[config.mk]
export PLATFORM = sky130hd
export DESIGN_NAME = ack_queue
export DESIGN_NICKNAME = d
export VERILOG_FILES = /design/src/source/rdma_flow_pkg.sv /design/src/source/ack_queue.sv
export SDC_FILE = /design/constraint.sdc
export NUM_CORES = 1
export LEC_CHECK = 0
export BUFFER_PORTS_ARGS = -buffer_cell sky130_fd_sc_hd__clkbuf_2
export CORE_AREA = 2 2 224 226
export CTS_CLUSTER_DIAMETER = 40
export CTS_CLUSTER_SIZE = 12
export DETAILED_ROUTE_END_ITERATION = 10
export DIE_AREA = 0 0 226 228
export PLACE_DENSITY = 0.62
export SETUP_SLACK_MARGIN = 0.05
export SYNTH_ARGS = -nofsm -noshare
export SYNTH_HDL_FRONTEND = slang
export SYNTH_SLANG_ARGS = --single-unit
[constraint.sdc]
create_clock -name aclk -period 4.9 [get_ports aclk]
set_clock_uncertainty 0.15 [all_clocks]
set_input_delay 0.49 -clock aclk [delete_from_list [all_inputs] [get_ports aclk]]
set_output_delay 0.49 -clock aclk [all_outputs]
set_load 0.01 [all_outputs]
[src/source/rdma_flow_pkg.sv]
`default_nettype none

package rdma_flow_pkg;

    localparam int vfid_bits = 1;
    localparam int pid_bits = 3;
    localparam int flow_bits = vfid_bits + pid_bits; // vfid above pid.
    localparam int qpn_bits = 10;
    localparam int ssn_bits = 24;
    localparam int offs_bits = 4; // bounds N_OST to 16.

    // any opcode but the read request goes to the write side.
    localparam logic [7:0] opc_read_req = 8'h0c;
    localparam logic [7:0] opc_write_only = 8'h0a;

    // request as it arrives from the queue pair and leaves toward the wire.
    typedef struct packed {
        logic [7:0]           opcode;
        logic [qpn_bits-1:0]  qpn; // pid low with vfid above.
        logic [ssn_bits-1:0]  ssn;
        logic                 last;
        logic                 cmplt;
        logic [offs_bits-1:0] offs; // ring slot filled in on the way out.
    } rdma_req_t;

    // acknowledgement in, completion out.
    typedef struct packed {
        logic                 rd;
        logic [vfid_bits-1:0] vfid;
        logic [pid_bits-1:0]  pid;
        logic [ssn_bits-1:0]  ssn; // don't care on the ack side.
        logic                 cmplt; // don't care on the ack side.
    } rdma_ack_t;

    // contents of one ring slot.
    typedef struct packed {
        logic [ssn_bits-1:0] ssn;
        logic                last;
        logic                cmplt;
    } slot_t;

endpackage

`default_nettype wire

[src/source/ack_queue.sv]
`timescale 1ns/1ns
`default_nettype none

module ack_queue import rdma_flow_pkg::*; #(
    parameter int DEPTH = 16
) (
    input  logic               aclk,
    input  logic               aresetn,

    input  logic               in_valid,
    input  rdma_ack_t          in_data,
    output logic [offs_bits:0] free,

    output logic               out_valid,
    input  logic               out_ready,
    output rdma_ack_t          out_data
);

    localparam int ptr_bits = $clog2(DEPTH);
    localparam logic [offs_bits:0] depth_cnt = (offs_bits + 1)'(DEPTH);

    rdma_ack_t mem [DEPTH];

    logic [ptr_bits-1:0] wr_ptr_q;
    logic [ptr_bits-1:0] rd_ptr_q;
    logic [offs_bits:0]  mem_cnt_q;
    logic [offs_bits:0]  mem_cnt_n;
    logic [offs_bits:0]  free_q;
    logic                out_valid_q;
    logic                out_valid_n;
    rdma_ack_t           out_data_q;

    logic pop;
    logic load_out;
    logic mem_rd;
    logic mem_wr;
    logic bypass;

    always_comb begin
        pop = out_valid_q && out_ready;
        load_out = !out_valid_q || pop;
        mem_rd = load_out && (mem_cnt_q != '0);
        bypass = load_out && (mem_cnt_q == '0) && in_valid; // straight to the output reg.
        mem_wr = in_valid && !bypass;

        mem_cnt_n = mem_cnt_q;
        if (mem_wr) begin
            mem_cnt_n = mem_cnt_n + 1'b1;
        end
        if (mem_rd) begin
            mem_cnt_n = mem_cnt_n - 1'b1;
        end

        out_valid_n = load_out ? (mem_rd || bypass) : out_valid_q;
    end

    always_ff @(posedge aclk) begin
        if (!aresetn) begin
            wr_ptr_q <= '0;
            rd_ptr_q <= '0;
            mem_cnt_q <= '0;
            out_valid_q <= 1'b0;
            free_q <= '0; // no credit until out of reset.
        end else begin
            if (mem_wr) begin
                wr_ptr_q <= wr_ptr_q + 1'b1;
            end
            if (mem_rd) begin
                rd_ptr_q <= rd_ptr_q + 1'b1;
            end
            mem_cnt_q <= mem_cnt_n;
            out_valid_q <= out_valid_n;
            free_q <= depth_cnt - mem_cnt_n - (offs_bits + 1)'(out_valid_n);
        end
    end

    always_ff @(posedge aclk) begin
        if (mem_wr) begin
            mem[wr_ptr_q] <= in_data;
        end
        if (mem_rd) begin
            out_data_q <= mem[rd_ptr_q];
        end else if (bypass) begin
            out_data_q <= in_data;
        end
    end

    assign free = free_q;
    assign out_valid = out_valid_q;
    assign out_data = out_data_q;

endmodule

`default_nettype wire

==> impl_summary.txt <==
----------------------------------------------------
[Run status]
  Outcome ... finished clean

[Floorplanning]
  Row count ... 82
  Initial Utilization ... 41.4%
  I/O pins ... 70
  Y dimension of the die ... 228 um
  Area of the core ... 49300 um^2
  Total die area ... 51500 um^2
  DIE WIDTH ... 226 um

[Synthesis]
  Post-synthesis sequential area ratio ... 77.2%
  Fraction of synthesized cell area taken by the top area cell type ... 75.0%
  Gate count after technology mapping ... 874
  Synthesized area per cell ... 23.4 um^2
  Leading post-synthesis cells by cell area ... sky130_fd_sc_hd__edfxtp_1, sky130_fd_sc_hd__mux4_2, sky130_fd_sc_hd__dfxtp_1, sky130_fd_sc_hd__mux2_2, sky130_fd_sc_hd__ha_1
  Cell type with the highest aggregate area in the netlist ... sky130_fd_sc_hd__edfxtp_1
  Net Count, Synth ... 921
  Library cells used by synthesis ... 33
  Register bit total from synthesis ... 533
  Yosys warning total ... 0
  Post-synth design cell area ... 20400 um^2

[Cells and area]
  Total inserted antenna cells ... 0
  Net count of the finished layout ... 1055
  Number of cells in the finished layout apart from fillers ... 1734
  Area Growth Syn to Fin ... 18.8%
  Share of post-route cells with drive strength above 1 ... 39.7%

[Pwr]
  LEAKAGE ... 7.72 nW
  Power density normalized to cell area ... 557 nW/um^2
  Worst VDD drop ... 267 uV

[Timing]
  Minimum clock period ... 3.70 ns
  Share of the cycle needed by the critical path after routing ... 75.6%
  PnR worst setup slack ... 1.20 ns
  Unrepaired setup endpoints after global routing ... no
  Slew margin rel. ... 41.1%
  Slew at the pin closest to its max-slew limit ... 0.883 ns
  Number of slew-limit violations in the final report ... 0
  Endpoints failing setup ... 0
  Setup TNS after final layout ... 0 ns
  Timing-limited maximum frequency ... 0.270 GHz
  Count of endpoints failing hold in the final timing report ... 0

[Detailed routing]
  Final wirelength ... 41700 um
  DRC violation total after the first TritonRoute iteration ... 818
  Average vias per placed instance ... 5.32
  First-pass iteration count of the detailed router ... 5
  DR vias ... 9232
  Residual DRC count ... 0
  Routed WL per cell ... 24.1 um
  DRT antenna net count ... 0

[Placed design]
  Number of input and output port buffers inserted ... 69
  Cell count after placement ... 1607
  Placed wire-length estimate after detailed placement ... 23400 um
  Post-Place Setup Slack ... 1.23 ns
  GP Congestion ... 0.759

[Run]
  Max-Cap Viols ... 0

[Setup path]
  Critical path endpoint category ... flip-flop
  CP peak stage delay ... 0.51 ns
  Data arrival time of the worst path ... 4.01 ns
  Number of buffers and inverters on the critical path ... 2
  Kind of start point of the critical path ... flip-flop
  Worst path required time ... 5.21 ns
  Crit Path Class ... reg -> reg
  CP Max Fanout ... 11
  CP top delay family ... simple AND/OR/NAND/NOR gates
  CP max stage cell ... sky130_fd_sc_hd__or4b_4
  Critical-path cell list ... inv_1 > ha_1 > or4b_4 > nand2b_1 > and2_1 > xnor2_1 > ha_1 > nand2_1 > nand4_1 > nand2_1 > inv_1 > ha_1 > or2_2 > mux2i_1 > mux2_2
  CP dominant cell by count ... sky130_fd_sc_hd__ha_1

[Clock network]
  Max Root-Sink Buffers ... 3
  Clock slew seen by the registers of the worst setup and hold paths ... 0.05 ns
  H-tree depth ... 3
  Cts repair resizes ... 0
  Worst-skew pair later-pin latency ... 0.59 ns
  Setup Buffers After CTS ... 0
  Inserted Clock Buffers ... 71
  Clock tree from TritonCTS ... yes
  Clk sink count ... 533
  Total of hold buffers inserted after clock tree synthesis ... 0
  Clock root buffer ... sky130_fd_sc_hd__clkbuf_16

[Min path]
  Class of the most critical hold timing path ... in -> reg

[Global routing]
  Total overflow reported by the global router ... 0
  Wire length of the first global-routing pass ... 63500 um
  Combined global-route utilization of all metal layers ... 16.9%
  Via count of the first global-routing pass ... 9817
  Largest net degree at the start of global routing ... 48
  Initial antenna violation count ... 2

----------------------------------------------------
## logic make-up after synthesis
group,after synthesis,share of synthesized area [%]
mux,183,18.3
xor+xnor,13,0.557
flops,533,77.2
compound gates,13,0.398
buf+inv,50,1.06
simple gates,69,1.62
fa+ha+maj,13,0.796
## registers in the layout (all words and copies together) (netlist names), named ones only
register and count:
mem 480, out_valid 1, free 5, out_data 30
rd_ptr_q 4, mem_cnt_q 5, wr_ptr_q 4
## placed cells by master, fill, tap and decap left out, drive strengths merged, types with 2 or more instances in the layout
cell	count
and2	7
mux2i	2
xnor2	8
mux2	31
xor2	5
mux4	150
clkinv	24
nand4	4
bufinv	8
a21oi	4
edfxtp	510
inv	13
buf	35
nand2b	4
nand2	11
nor2	30
clkinvlp	9
nand3	3
o22ai	2
ha	13
nor3	5
nor3b	2
o21ai	3
clkbuf	149
dfxtp	23
## final timing paths
kind	from	end	slack, ns	cells past startpoint
setup / recovery	mem_cnt_q[0]	free[4]	1.20	15
hold / removal	aresetn	free[0]	0.05	2
setup reg to reg	mem_cnt_q[0]	free[4]	1.20	15
hold reg to reg	rd_ptr_q[3]	flip-flop	0.37	2
## metrics by stage
| stage | hold slack, ns | util [%] | instance area [um^2] | total power, mW |
|---|---|---|---|---|
| after detailed placement | 0.364 | 44.3 | 21900 | 8.56 |
| after floorplan | 0.335 | - | 20400 | 7.67 |
| after global placement | 0.362 | 44.3 | 21900 | 8.54 |
| final | 0.0466 | 49.2 | 24300 | 13.5 |
| after CTS | 0.0175 | 49.2 | 24300 | 13.7 |
| after global routing | 0.0326 | 49.2 | 24300 | 14.1 |
## synthesized netlist by cell type
master,count
sky130_fd_sc_hd__nor2_1,30
sky130_fd_sc_hd__nor3_1,5
sky130_fd_sc_hd__o21ai_0,2
sky130_fd_sc_hd__buf_1,6
sky130_fd_sc_hd__a41oi_1,1
sky130_fd_sc_hd__nor3b_1,2
sky130_fd_sc_hd__mux2i_1,2
sky130_fd_sc_hd__a21o_1,1
sky130_fd_sc_hd__buf_6,2
sky130_fd_sc_hd__dfxtp_1,23
sky130_fd_sc_hd__nor4_1,1
sky130_fd_sc_hd__o21ai_2,1
sky130_fd_sc_hd__or2_2,1
sky130_fd_sc_hd__nand3_1,3
sky130_fd_sc_hd__a21oi_1,4
sky130_fd_sc_hd__or4b_4,1
sky130_fd_sc_hd__xnor2_1,8
sky130_fd_sc_hd__nand4_1,4
sky130_fd_sc_hd__o22ai_1,2
sky130_fd_sc_hd__mux4_2,150
sky130_fd_sc_hd__o21a_1,1
sky130_fd_sc_hd__xor2_1,5
sky130_fd_sc_hd__mux2_2,31
sky130_fd_sc_hd__and2_4,1
sky130_fd_sc_hd__ha_1,13
sky130_fd_sc_hd__nand2b_1,4
sky130_fd_sc_hd__clkbuf_1,24
sky130_fd_sc_hd__edfxtp_1,510
sky130_fd_sc_hd__and2_1,6
sky130_fd_sc_hd__inv_1,7
sky130_fd_sc_hd__buf_2,11
sky130_fd_sc_hd__a31oi_1,1
sky130_fd_sc_hd__nand2_1,11
## worst register-to-register path: cells and delay by family, from the launching register on
family	cells	cell delay [ns]
and+or+nand+nor	7	1.61
adders and majority gates	3	0.60
muxes	2	0.52
DFF	1	0.35
xor gates and xnor gates	1	0.21
buffers and inverters	2	0.15
## routing by layer
metal  track usage [%]  vias to the layer above  share of wire (%)
met5                 0                        -              0.031
met4              4.45                        2                1.9
met3              3.40                       67                4.5
met2              27.2                      237                 50
met1              23.6                     4948                 44
li1                  -                     3978                  -
## power breakdown
part           switching [mW]  internal, mW
logic                    1.26          1.43
clock network            1.91          3.22
registers               0.259          5.43
total                    3.43          10.1
## area by class of cell
cell class / instances / area (um^2)
Tap cell: 672 / 841
Fill cell: 3933 / 25100
Multi-Input combinational cell: 291 / 4550
Inverter: 7 / 26.3
Sequential cell: 533 / 15800
Clock inverter: 47 / 493
Timing Repair Buffer: 104 / 683
Clock buffer: 80 / 1900
Power figures use the tool's default switching activity.
