<file path="src/source/rdma_flow_pkg.sv">
`default_nettype none

package rdma_flow_pkg;

    localparam int vfid_bits = 1;
    localparam int pid_bits = 3;
    localparam int flow_bits = vfid_bits + pid_bits; // vfid above pid.
    localparam int qpn_bits = 10;
    localparam int ssn_bits = 24;
    localparam int offs_bits = 4; // bounds N_OST to 16.

    // any opcode but the read request goes to the write side.
    localparam logic [7:0] opc_read_req = 8'h0c;
    localparam logic [7:0] opc_write_only = 8'h0a;

    // request as it arrives from the queue pair and leaves toward the wire.
    typedef struct packed {
        logic [7:0]           opcode;
        logic [qpn_bits-1:0]  qpn; // pid low with vfid above.
        logic [ssn_bits-1:0]  ssn;
        logic                 last;
        logic                 cmplt;
        logic [offs_bits-1:0] offs; // ring slot filled in on the way out.
    } rdma_req_t;

    // acknowledgement in, completion out.
    typedef struct packed {
        logic                 rd;
        logic [vfid_bits-1:0] vfid;
        logic [pid_bits-1:0]  pid;
        logic [ssn_bits-1:0]  ssn; // don't care on the ack side.
        logic                 cmplt; // don't care on the ack side.
    } rdma_ack_t;

    // contents of one ring slot.
    typedef struct packed {
        logic [ssn_bits-1:0] ssn;
        logic                last;
        logic                cmplt;
    } slot_t;

endpackage

`default_nettype wire

</file>
<file path="src/source/flow_combine.sv">
`timescale 1ns/1ns
`default_nettype none

module flow_combine import rdma_flow_pkg::*; (
    input  logic                 aclk,
    input  logic                 aresetn,

    input  logic                 s_req_valid,
    output logic                 s_req_ready,
    input  rdma_req_t            s_req,
    output logic                 m_req_valid,
    input  logic                 m_req_ready,
    output rdma_req_t            m_req,

    input  logic                 s_ack_valid,
    output logic                 s_ack_ready,
    input  rdma_ack_t            s_ack,

    output logic                 q_valid,
    output rdma_ack_t            q_data,
    input  logic [offs_bits:0]   q_free,

    output logic [flow_bits-1:0] rd_lk_flow,
    input  logic                 rd_lk_space,
    input  logic [offs_bits-1:0] rd_lk_offs,
    output logic                 rd_push,
    output slot_t                rd_push_slot,
    output logic                 rd_ret,
    output logic [flow_bits-1:0] rd_ret_flow,
    input  logic                 rd_ret_valid,
    input  rdma_ack_t            rd_ret_data,
    input  logic                 rd_ret_last,

    output logic [flow_bits-1:0] wr_lk_flow,
    input  logic                 wr_lk_space,
    input  logic [offs_bits-1:0] wr_lk_offs,
    output logic                 wr_push,
    output slot_t                wr_push_slot,
    output logic                 wr_ret,
    output logic [flow_bits-1:0] wr_ret_flow,
    input  logic                 wr_ret_valid,
    input  rdma_ack_t            wr_ret_data,
    input  logic                 wr_ret_last
);

    logic                 en_q;
    logic                 ret_rd_q;
    logic                 req_rd;
    logic [flow_bits-1:0] req_flow;
    logic                 req_space;
    logic                 req_take;
    logic                 ack_take;
    logic                 ret_valid;
    logic                 ret_last;

    assign req_rd = (s_req.opcode == opc_read_req);
    assign req_flow = {s_req.qpn[pid_bits +: vfid_bits], s_req.qpn[0 +: pid_bits]};
    assign req_space = req_rd ? rd_lk_space : wr_lk_space;

    // two free slots cover the retire still in flight.
    assign s_ack_ready = (q_free >= (offs_bits + 1)'(2));
    assign ack_take = s_ack_valid && s_ack_ready;

    assign s_req_ready = en_q && req_space && m_req_ready && !ack_take; // ack wins.
    assign req_take = s_req_valid && s_req_ready;

    assign m_req_valid = req_take;
    always_comb begin
        m_req = s_req;
        m_req.offs = req_rd ? rd_lk_offs : wr_lk_offs;
    end

    assign rd_lk_flow = req_flow;
    assign wr_lk_flow = req_flow;
    assign rd_push = req_take && req_rd;
    assign wr_push = req_take && !req_rd;
    assign rd_push_slot = '{ssn: s_req.ssn, last: s_req.last, cmplt: s_req.cmplt};
    assign wr_push_slot = rd_push_slot;

    assign rd_ret = ack_take && s_ack.rd;
    assign wr_ret = ack_take && !s_ack.rd;
    assign rd_ret_flow = {s_ack.vfid, s_ack.pid};
    assign wr_ret_flow = rd_ret_flow;

    always_ff @(posedge aclk) begin
        if (!aresetn) begin
            en_q <= 1'b0;
            ret_rd_q <= 1'b0;
        end else begin
            en_q <= 1'b1;
            if (ack_take) begin
                ret_rd_q <= s_ack.rd;
            end
        end
    end

    // only the slot marked last produces a completion.
    assign ret_valid = ret_rd_q ? rd_ret_valid : wr_ret_valid;
    assign ret_last = ret_rd_q ? rd_ret_last : wr_ret_last;
    assign q_valid = ret_valid && ret_last;

    always_comb begin
        q_data = ret_rd_q ? rd_ret_data : wr_ret_data;
        q_data.rd = ret_rd_q;
    end

endmodule

`default_nettype wire

</file>
<file path="config.mk">
export PLATFORM = sky130hd
export DESIGN_NAME = flow_combine
export DESIGN_NICKNAME = d
export VERILOG_FILES = /design/src/source/rdma_flow_pkg.sv /design/src/source/flow_combine.sv
export SDC_FILE = /design/constraint.sdc
export NUM_CORES = 1
export LEC_CHECK = 0
export BUFFER_PORTS_ARGS = -buffer_cell sky130_fd_sc_hd__buf_2
export CORE_AREA = 2 2 124 126
export DETAILED_ROUTE_END_ITERATION = 7
export DIE_AREA = 0 0 126 128
export GPL_ROUTABILITY_DRIVEN = 0
export PLACE_DENSITY = 0.44
export REMOVE_ABC_BUFFERS = 1
export SLEW_MARGIN = 20
export SYNTH_ARGS = -nofsm -noshare
export SYNTH_HDL_FRONTEND = slang
export SYNTH_SLANG_ARGS = --single-unit
</file>
<file path="constraint.sdc">
create_clock -name aclk -period 2.74 [get_ports aclk]
set_clock_uncertainty 0.2 [all_clocks]
set_input_delay 0.548 -clock aclk [delete_from_list [all_inputs] [get_ports aclk]]
set_output_delay 0.548 -clock aclk [all_outputs]
set_load 0.01 [all_outputs]
</file>
==> results.cfg, run 1 <==
[logic_synthesis]
syn_inst = 173
ys_seq_area_share_pct = 2.81
avgSynthCellArea_um2 = 8.24
ys_ff_latch = 2
synth_mux_area_share_pct = 27.1
syn-cell-area_mm2 = 0.00143
ys.warnings.count = 0
ys_types = 22
synth-compound-area-share_pct = 2.55
yosys.area_share.simple_pct = 6.15
synth_top_family_by_area = buffers and inverters
synth-xor-area-share_pct = 0
synthAdderAreaFrac_pct = 0

[cts]
cts_buffers = 3
clk_latency_ns = 0.22
root_buffer = clkbuf_16
tritoncts = yes
post-cts-setup-buffers = 0
htreeDepth = 1
postCtsHoldBufs = 0
clkTransAtPathRegs_ns = 0.03
cts.sinks = 2
clk_path_buf_depth = 2

[grt]
grt_pass1_vias = 1181
grt_max_degree = 34
grt_use_total_pct = 13.5
antenna_found_initial = 5
grt_pass1_wl_mm = 13.5
grt_remaining_overflow = 0

[timing]
max_slew.worst_pin.slew_ns = 0.436
timing.final.crit_share_pct = 98.7
setup_viol = 0
hold_viol = 0
rsz0062_at_grt = false
fmax_mhz = 370
fin_crit_ns = 2.70
layout_setup_ws_ns = 0.0355
relSlewSlack_pct = 70.9
finalMaxSlewViolations = 0

[cells_and_area]
final_cell_mix = buf_2 (139), mux2_2 (29), mux2_4 (4)
syn2layout_area_growth_pct = 11.4
final_nets = 364
drive_gt1_share_pct = 90.5
final_common_cell = buf_2
postLayoutCoreUtil_pct = 10.7

[power]
p_int_mw = 0.334
p_leak_nw = 0.805
p_seq_share_pct = 6.9
clockPowerShare_pct = 48.3
ir_drop_uv = 114
swShare_pct = 26.6
switchingPower_mw = 0.121
pwr-share-comb_pct = 44.8
power_density_mw_per_mm2 = 286

[detailed_routing]
drt_iter0_markers = 36
routed_via_density = 3.43
via_count = 1333
antenna_left = 0
drt-total-wl_mm = 11.8
drc = 0
wl_per_cell_um = 30.2
drt_first_pass_iters = 5

[floorplanning]
die_w_um = 126
core_mm2 = 0.0149
die_h_um = 128
rows = 45
io_pins = 316
initial_utilization_pct = 9.59
die_area_mm2 = 0.0161

[worst_setup_path]
cp-start-kind = input pin
path_class = in2out
worstPathArrival_ns = 1.96
cp_max_fo = 4
required_ns = 1.99
critPathCaptureType = primary output

[status]
outcome = completed

[hold_path]
hp-class = in2reg

[flow_run]
cap_violations = 0

[place]
dp_hpwl_mm = 11.1
post-place-ws_ns = -0.0181
portBuffers = 139
## state kept, by name, summed over array words and instances, names as in the netlist
| name | cells |
|---|---|
| en_q | 1 |
| ret_rd_q | 1 |
## critical path: stages
cell and delay (ns):
buf_2 0.11, or4_4 0.55, or2_4 0.31, mux2_4 0.30, buf_2 0.14
## final timing paths
check | from | end | slack (ns) | cells past startpoint
setup / recovery | s_req[45] | m_req[3] | 0.04 | 5
hold / removal | aresetn | en_q$_DFF_P_ | 0.25 | 1
setup reg to reg | ret_rd_q$_SDFFE_PN0P_ | ret_rd_q$_SDFFE_PN0P_ | 1.53 | 3
hold reg to reg | ret_rd_q$_SDFFE_PN0P_ | ret_rd_q$_SDFFE_PN0P_ | 0.73 | 3
## per-layer routing
metal  vias up  global-route usage [%]  share of wire [%]  routed length [µm]
met4         4                    11.8                9.0                1060
met5         -                       0               0.26                  30
met2       231                    19.6                 42                4990
met1       554                    7.77                 20                2340
li1        510                       -                  -                   -
met3        34                    18.0                 28                3330
## kinds of logic (layout without fill, tap and decap cells)
family,Yosys count,count (layout)
simple gates,14,14
flops,2,2
buf+inv,118,145
mux,33,33
compound gates,6,6
other cells,0,1
## layout make-up
| cell class | instances | area (µm²) |
|---|---|---|
| clock buffers | 3 | 75.1 |
| well taps | 188 | 235 |
| fillers | 1746 | 13300 |
| inverters | 1 | 3.75 |
| repair buffers | 141 | 711 |
| multi-input cells | 53 | 520 |
| flip-flops and latches | 2 | 40.0 |
| diodes | 1 | 2.50 |
## synth_stat cells
cell type	count	area share, %
o21ai_0	2	0.70
nand3_1	2	0.70
buf_6	1	0.79
or2_1	1	0.44
or4_1	1	0.53
dfxtp_1	2	2.8
nand4_1	1	0.44
and2_1	1	0.44
o21a_1	1	0.53
buf_4	113	60
nand4bb_1	1	0.79
buf_1	3	0.79
a21oi_1	2	0.70
or4_4	1	0.79
or3_2	1	0.53
inv_1	1	0.26
mux2_4	4	4.2
o41ai_1	1	0.61
nor2_1	3	0.79
and3_1	1	0.44
mux2_2	29	23
nand2_1	1	0.26
## per-stage QoR
stage / power, mW / instance area (µm²) / TNS, ns / cells / hold WS, ns
3_3_place_gp: 0.235 / 1500 / -0.0117 / 385 / 0.474
2_1_floorplan: 0.115 / 554 / 0 / 56 / 0.376
6_report: 0.455 / 1590 / 0 / 389 / 0.246
4_1_cts: 0.462 / 1590 / 0 / 388 / 0.246
5_1_grt: 0.480 / 1590 / 0 / 389 / 0.249
3_5_place_dp: 0.238 / 1500 / -0.0832 / 385 / 0.473
## timing repair
action | in CTS | in global routing
resized for setup | 3 | 0
hold endpoints to repair | 0 | 0
endpoints found under the setup margin | 5 | 0
## power groups by stage
stage	Combinational (mW)	Clock, mW	Sequential [mW]
after floorplan	0.0761	0	0.0387
after global placement	0.203	0	0.0319
after detailed placement	0.206	0	0.0319
after CTS	0.208	0.223	0.0316
after global routing	0.221	0.227	0.0318
final	0.204	0.220	0.0316
(Power assumes the default switching activity.)
==> run 2: changes to the inputs <==
CORE_AREA = 5 5 120 122   (was 2 2 124 126)
DIE_AREA = 0 0 125 127   (was 0 0 126 128)
PLACE_DENSITY = 0.48   (was 0.44)
==> results.cfg, run 2 (synthesized netlist as in run 1, its figures left out) <==
[detailed_routing]
routed_via_density = 3.47
wl_met2_mm = 6.30
drt_first_pass_iters = 4
drt_iter0_markers = 21
wl_per_cell_um = 33.1
top_layer_used = met5
drt-total-wl_mm = 12.5
wl_met1_mm = 2.24
via_count = 1306
wl_met3_mm = 3.18
antenna_left = 0
drc = 0

[place]
portBuffers = 139
placed_area_mm2 = 0.00149
post-place-ws_ns = -0.0290
dp.cells = 373
dp_hpwl_mm = 11.9

[timing]
max_slew.worst_pin.slew_ns = 0.398
timing.final.crit_share_pct = 97.9
layout_setup_ws_ns = 0.0584
fmax_mhz = 373
hold_viol = 0
setup_viol = 0
relSlewSlack_pct = 73.2
finalMaxSlewViolations = 0
fin_crit_ns = 2.68
rsz0062_at_grt = false

[hold_path]
hp-class = in2reg
holdPathStages = 1

[floorplanning]
core_mm2 = 0.0131
rows = 42
die_area_mm2 = 0.0159
die_h_um = 127
io_pins = 316
initial_utilization_pct = 10.9
die_w_um = 125

[cts]
cts_buffers = 3
clkTransAtPathRegs_ns = 0.03
postCtsHoldBufs = 0
cts_resized = 3
tritoncts = yes
clk_latency_ns = 0.22
htreeDepth = 1
post-cts-setup-buffers = 0
clk_path_buf_depth = 2
cts.sinks = 2
root_buffer = clkbuf_16

[cells_and_area]
syn2layout_area_growth_pct = 10.2
stdcell_count = 376
final_common_cell = buf_2
top_regs = en_q x1, ret_rd_q x1
final_nets = 364
final_cell_mix = buf_2 (139), mux2_2 (29), mux2_4 (4)
fillers = 1511
num_antenna_cells = 0
drive_gt1_share_pct = 90.5
design_area_mm2 = 0.00157
postLayoutCoreUtil_pct = 12.0

[grt]
grt_use_total_pct = 14.7
grt_max_degree = 34
grt_remaining_overflow = 0
antenna_found_initial = 8
grt_pass1_vias = 1406
grt_pass1_wl_mm = 15.1

[status]
outcome = completed

[power]
power_mw = 0.463
power_density_mw_per_mm2 = 295
p_leak_nw = 0.805
ir_drop_uv = 118

[worst_setup_path]
path_class = in2out
r2r_cells = 3
critPathCaptureType = primary output
required_ns = 1.99
cp-start-kind = input pin
cp_max_fo = 4
worstPathArrival_ns = 1.93

[flow_run]
cap_violations = 0
## run 2: cell types whose count changed in the layout (fill, tap and decap cells not counted), sizes merged
cell / change
diode: -1
## run 2: critical path, stage by stage
cell and delay (ns):
buf_2 0.11, or4_4 0.54, or2_4 0.30, mux2_4 0.30, buf_2 0.14
## run 2: cell type report
type,instances,area [µm²],share of cell area (%)
timing repair buffer,141,711,45.3
multi-input combinational,53,520,33.1
tap,176,220,14.0
clock buffer,3,75.1,4.78
sequential,2,40.0,2.55
inverter,1,3.75,0.239
## run 2: path summary, 6_finish.rpt
kind,startpoint,to,slack [ns]
worst min-delay path,aresetn,en_q$_DFF_P_,0.25
worst min register to register,ret_rd_q$_SDFFE_PN0P_,ret_rd_q$_SDFFE_PN0P_,0.72
worst max register to register,ret_rd_q$_SDFFE_PN0P_,ret_rd_q$_SDFFE_PN0P_,1.55
worst max-delay path,s_req[45],m_req[1],0.06
## run 2: routing by layer
metal / global-route usage [%] / vias up
li1: - / 509
met1: 7.55 / 493
met2: 26.5 / 271
met3: 16.8 / 31
met4: 8.61 / 2
met5: 1.86 / -
## run 2: power breakdown
| group | leakage, nW | internal [mW] | switching, mW |
|---|---|---|---|
| combinational | 0.751 | 0.117 | 0.0862 |
| clock | 0.0370 | 0.187 | 0.0420 |
| sequential | 0.0167 | 0.0310 | 0.000721 |
| total | 0.805 | 0.334 | 0.129 |
## run 2: per-stage QoR
| stage | hold slack [ns] | setup TNS (ns) |
|---|---|---|
| final | 0.249 | 0 |
| after global routing | 0.245 | 0 |
| after CTS | 0.246 | 0 |
| after detailed placement | 0.476 | -0.0473 |
| after global placement | 0.475 | -0.0392 |
| after floorplan | 0.376 | 0 |
==> run 3: changes to the inputs <==
REMOVE_ABC_BUFFERS = unset   (was 1)
==> results.cfg, run 3 (synthesized netlist as in run 1, its figures left out) <==
[worst_setup_path]
cp_num_buf_inv = 2
critPathMaxStageDelay_ns = 0.53
worstSetupPathDepth = 5
critPathCaptureType = primary output
worstPathArrival_ns = 1.98
cp_slowest_cell = or4_4
ff2ff_setup_slack_ns = 1.86
rr_endpoint = ret_rd_q$_SDFFE_PN0P_
cp_max_fo = 4
r2r_cells = 2
critical-path-top-delay-family = simple AND/OR/NAND/NOR gates
cpMostUsedCell = buf_2
reg2reg_from = ret_rd_q$_SDFFE_PN0P_
timing.critical_path.to = m_req[1]
path_cells = buf_2 > or4_4 > or2_1 > mux2_4 > buf_2
required_ns = 1.99
worstSetupStartpoint = s_req[45]
cp-start-kind = input pin
path_class = in2out

[status]
outcome = completed

[timing]
hold_slack_ns = 0.250
fin_setup_tns_ns = 0
fmax_mhz = 366
setup_viol = 0
layout_setup_ws_ns = 0.0114
max_slew.worst_pin.slew_ns = 0.415
relSlewSlack_pct = 72.3
hold_viol = 0
fin_crit_ns = 2.73
finalMaxSlewViolations = 0
timing.final.crit_share_pct = 99.6
rsz0062_at_grt = true

[cells_and_area]
postLayoutCoreUtil_pct = 11.9
final_nets = 364
syn2layout_area_growth_pct = 9.48
num_antenna_cells = 0
final_cell_mix = buf_2 (139), mux2_2 (29), mux2_4 (4)
final_common_cell = buf_2
top_regs = en_q x1, ret_rd_q x1
drive_gt1_share_pct = 89.5
stdcell_count = 376
design_area_mm2 = 0.00156

[power]
ir_drop_uv = 161
power_density_mw_per_mm2 = 289
power_mw = 0.451
p_leak_nw = 0.802

[cts]
cts.sinks = 2
postCtsHoldBufs = 0
tritoncts = yes
htreeDepth = 1
root_buffer = clkbuf_16
clk_path_buf_depth = 2
post-cts-setup-buffers = 0
clk_latency_ns = 0.21
cts_resized = 0
clkTransAtPathRegs_ns = 0.03
cts_buffers = 3

[detailed_routing]
drc = 0
wl_per_cell_um = 11.9
via_count = 1131
antenna_left = 0
drt_iter0_markers = 25
routed_via_density = 3.01
drt-total-wl_mm = 4.46
drt_first_pass_iters = 4

[floorplanning]
die_area_mm2 = 0.0159
die_w_um = 125
io_pins = 316
die_h_um = 127
initial_utilization_pct = 10.9
core_mm2 = 0.0131
rows = 42

[place]
post-place-ws_ns = 0.00687
portBuffers = 139
dp_hpwl_mm = 4.02
dp.cells = 373
placed_area_mm2 = 0.00149

[grt]
grt_use_total_pct = 4.87
grt_max_degree = 33
grt_pass1_vias = 1162
grt_pass1_wl_mm = 6.19
grt_remaining_overflow = 0
antenna_found_initial = 0

[hold_path]
hp-class = in2reg

[logic_synthesis]
syn_nets = 335

[flow_run]
cap_violations = 0
[run 3: cell types whose count changed in the layout (fill, tap and decap cells not counted)]
cell,delta
a21oi_1,+1
or3_4,-1
or3_2,+1
a21oi_2,-1
or2_1,+1
or2_4,-1
[run 3: worst min-delay path by stage]
stage	from	end	slack [ns]	depth (start not counted)
global placement	ret_rd_q$_SDFFE_PN0P_	ret_rd_q$_SDFFE_PN0P_	0.35	2
floorplan	aresetn	en_q$_DFF_P_	0.38	0
detailed placement	ret_rd_q$_SDFFE_PN0P_	ret_rd_q$_SDFFE_PN0P_	0.34	2
CTS	aresetn	en_q$_DFF_P_	0.25	1
global route	aresetn	en_q$_DFF_P_	0.25	1
finish	aresetn	en_q$_DFF_P_	0.25	1
[run 3: per-layer routing]
metal	global-route usage, %	wire length (µm)	vias to the layer above
met2	9.43	2420	113
met4	1.85	133	0
met5	0	0	-
li1	-	-	511
met1	3.94	1230	485
met3	3.01	679	22
[run 3: worst reg2reg max path: cells and delay by family, from the launching register on]
kind / cells / cell delay (ns)
AO/OA/AOI/OAI: 1 / 0.15
AND/OR/NAND/NOR: 1 / 0.13
flip-flops: 1 / 0.29
[run 3: power breakdown]
group	leakage, nW	internal, mW	total (mW)	switching [mW]
Combinational	0.748	0.117	0.203	0.0865
Clock	0.0370	0.185	0.216	0.0301
Sequential	0.0167	0.0310	0.0318	0.000773
[run 3: layout make-up]
class / count / area (µm²)
Timing Repair Buffer: 141 / 711
Clock buffer: 3 / 75.1
Fill cell: 1485 / 11500
Tap cell: 176 / 220
Multi-Input combinational cell: 53 / 510
Sequential cell: 2 / 40.0
Inverter: 1 / 3.75
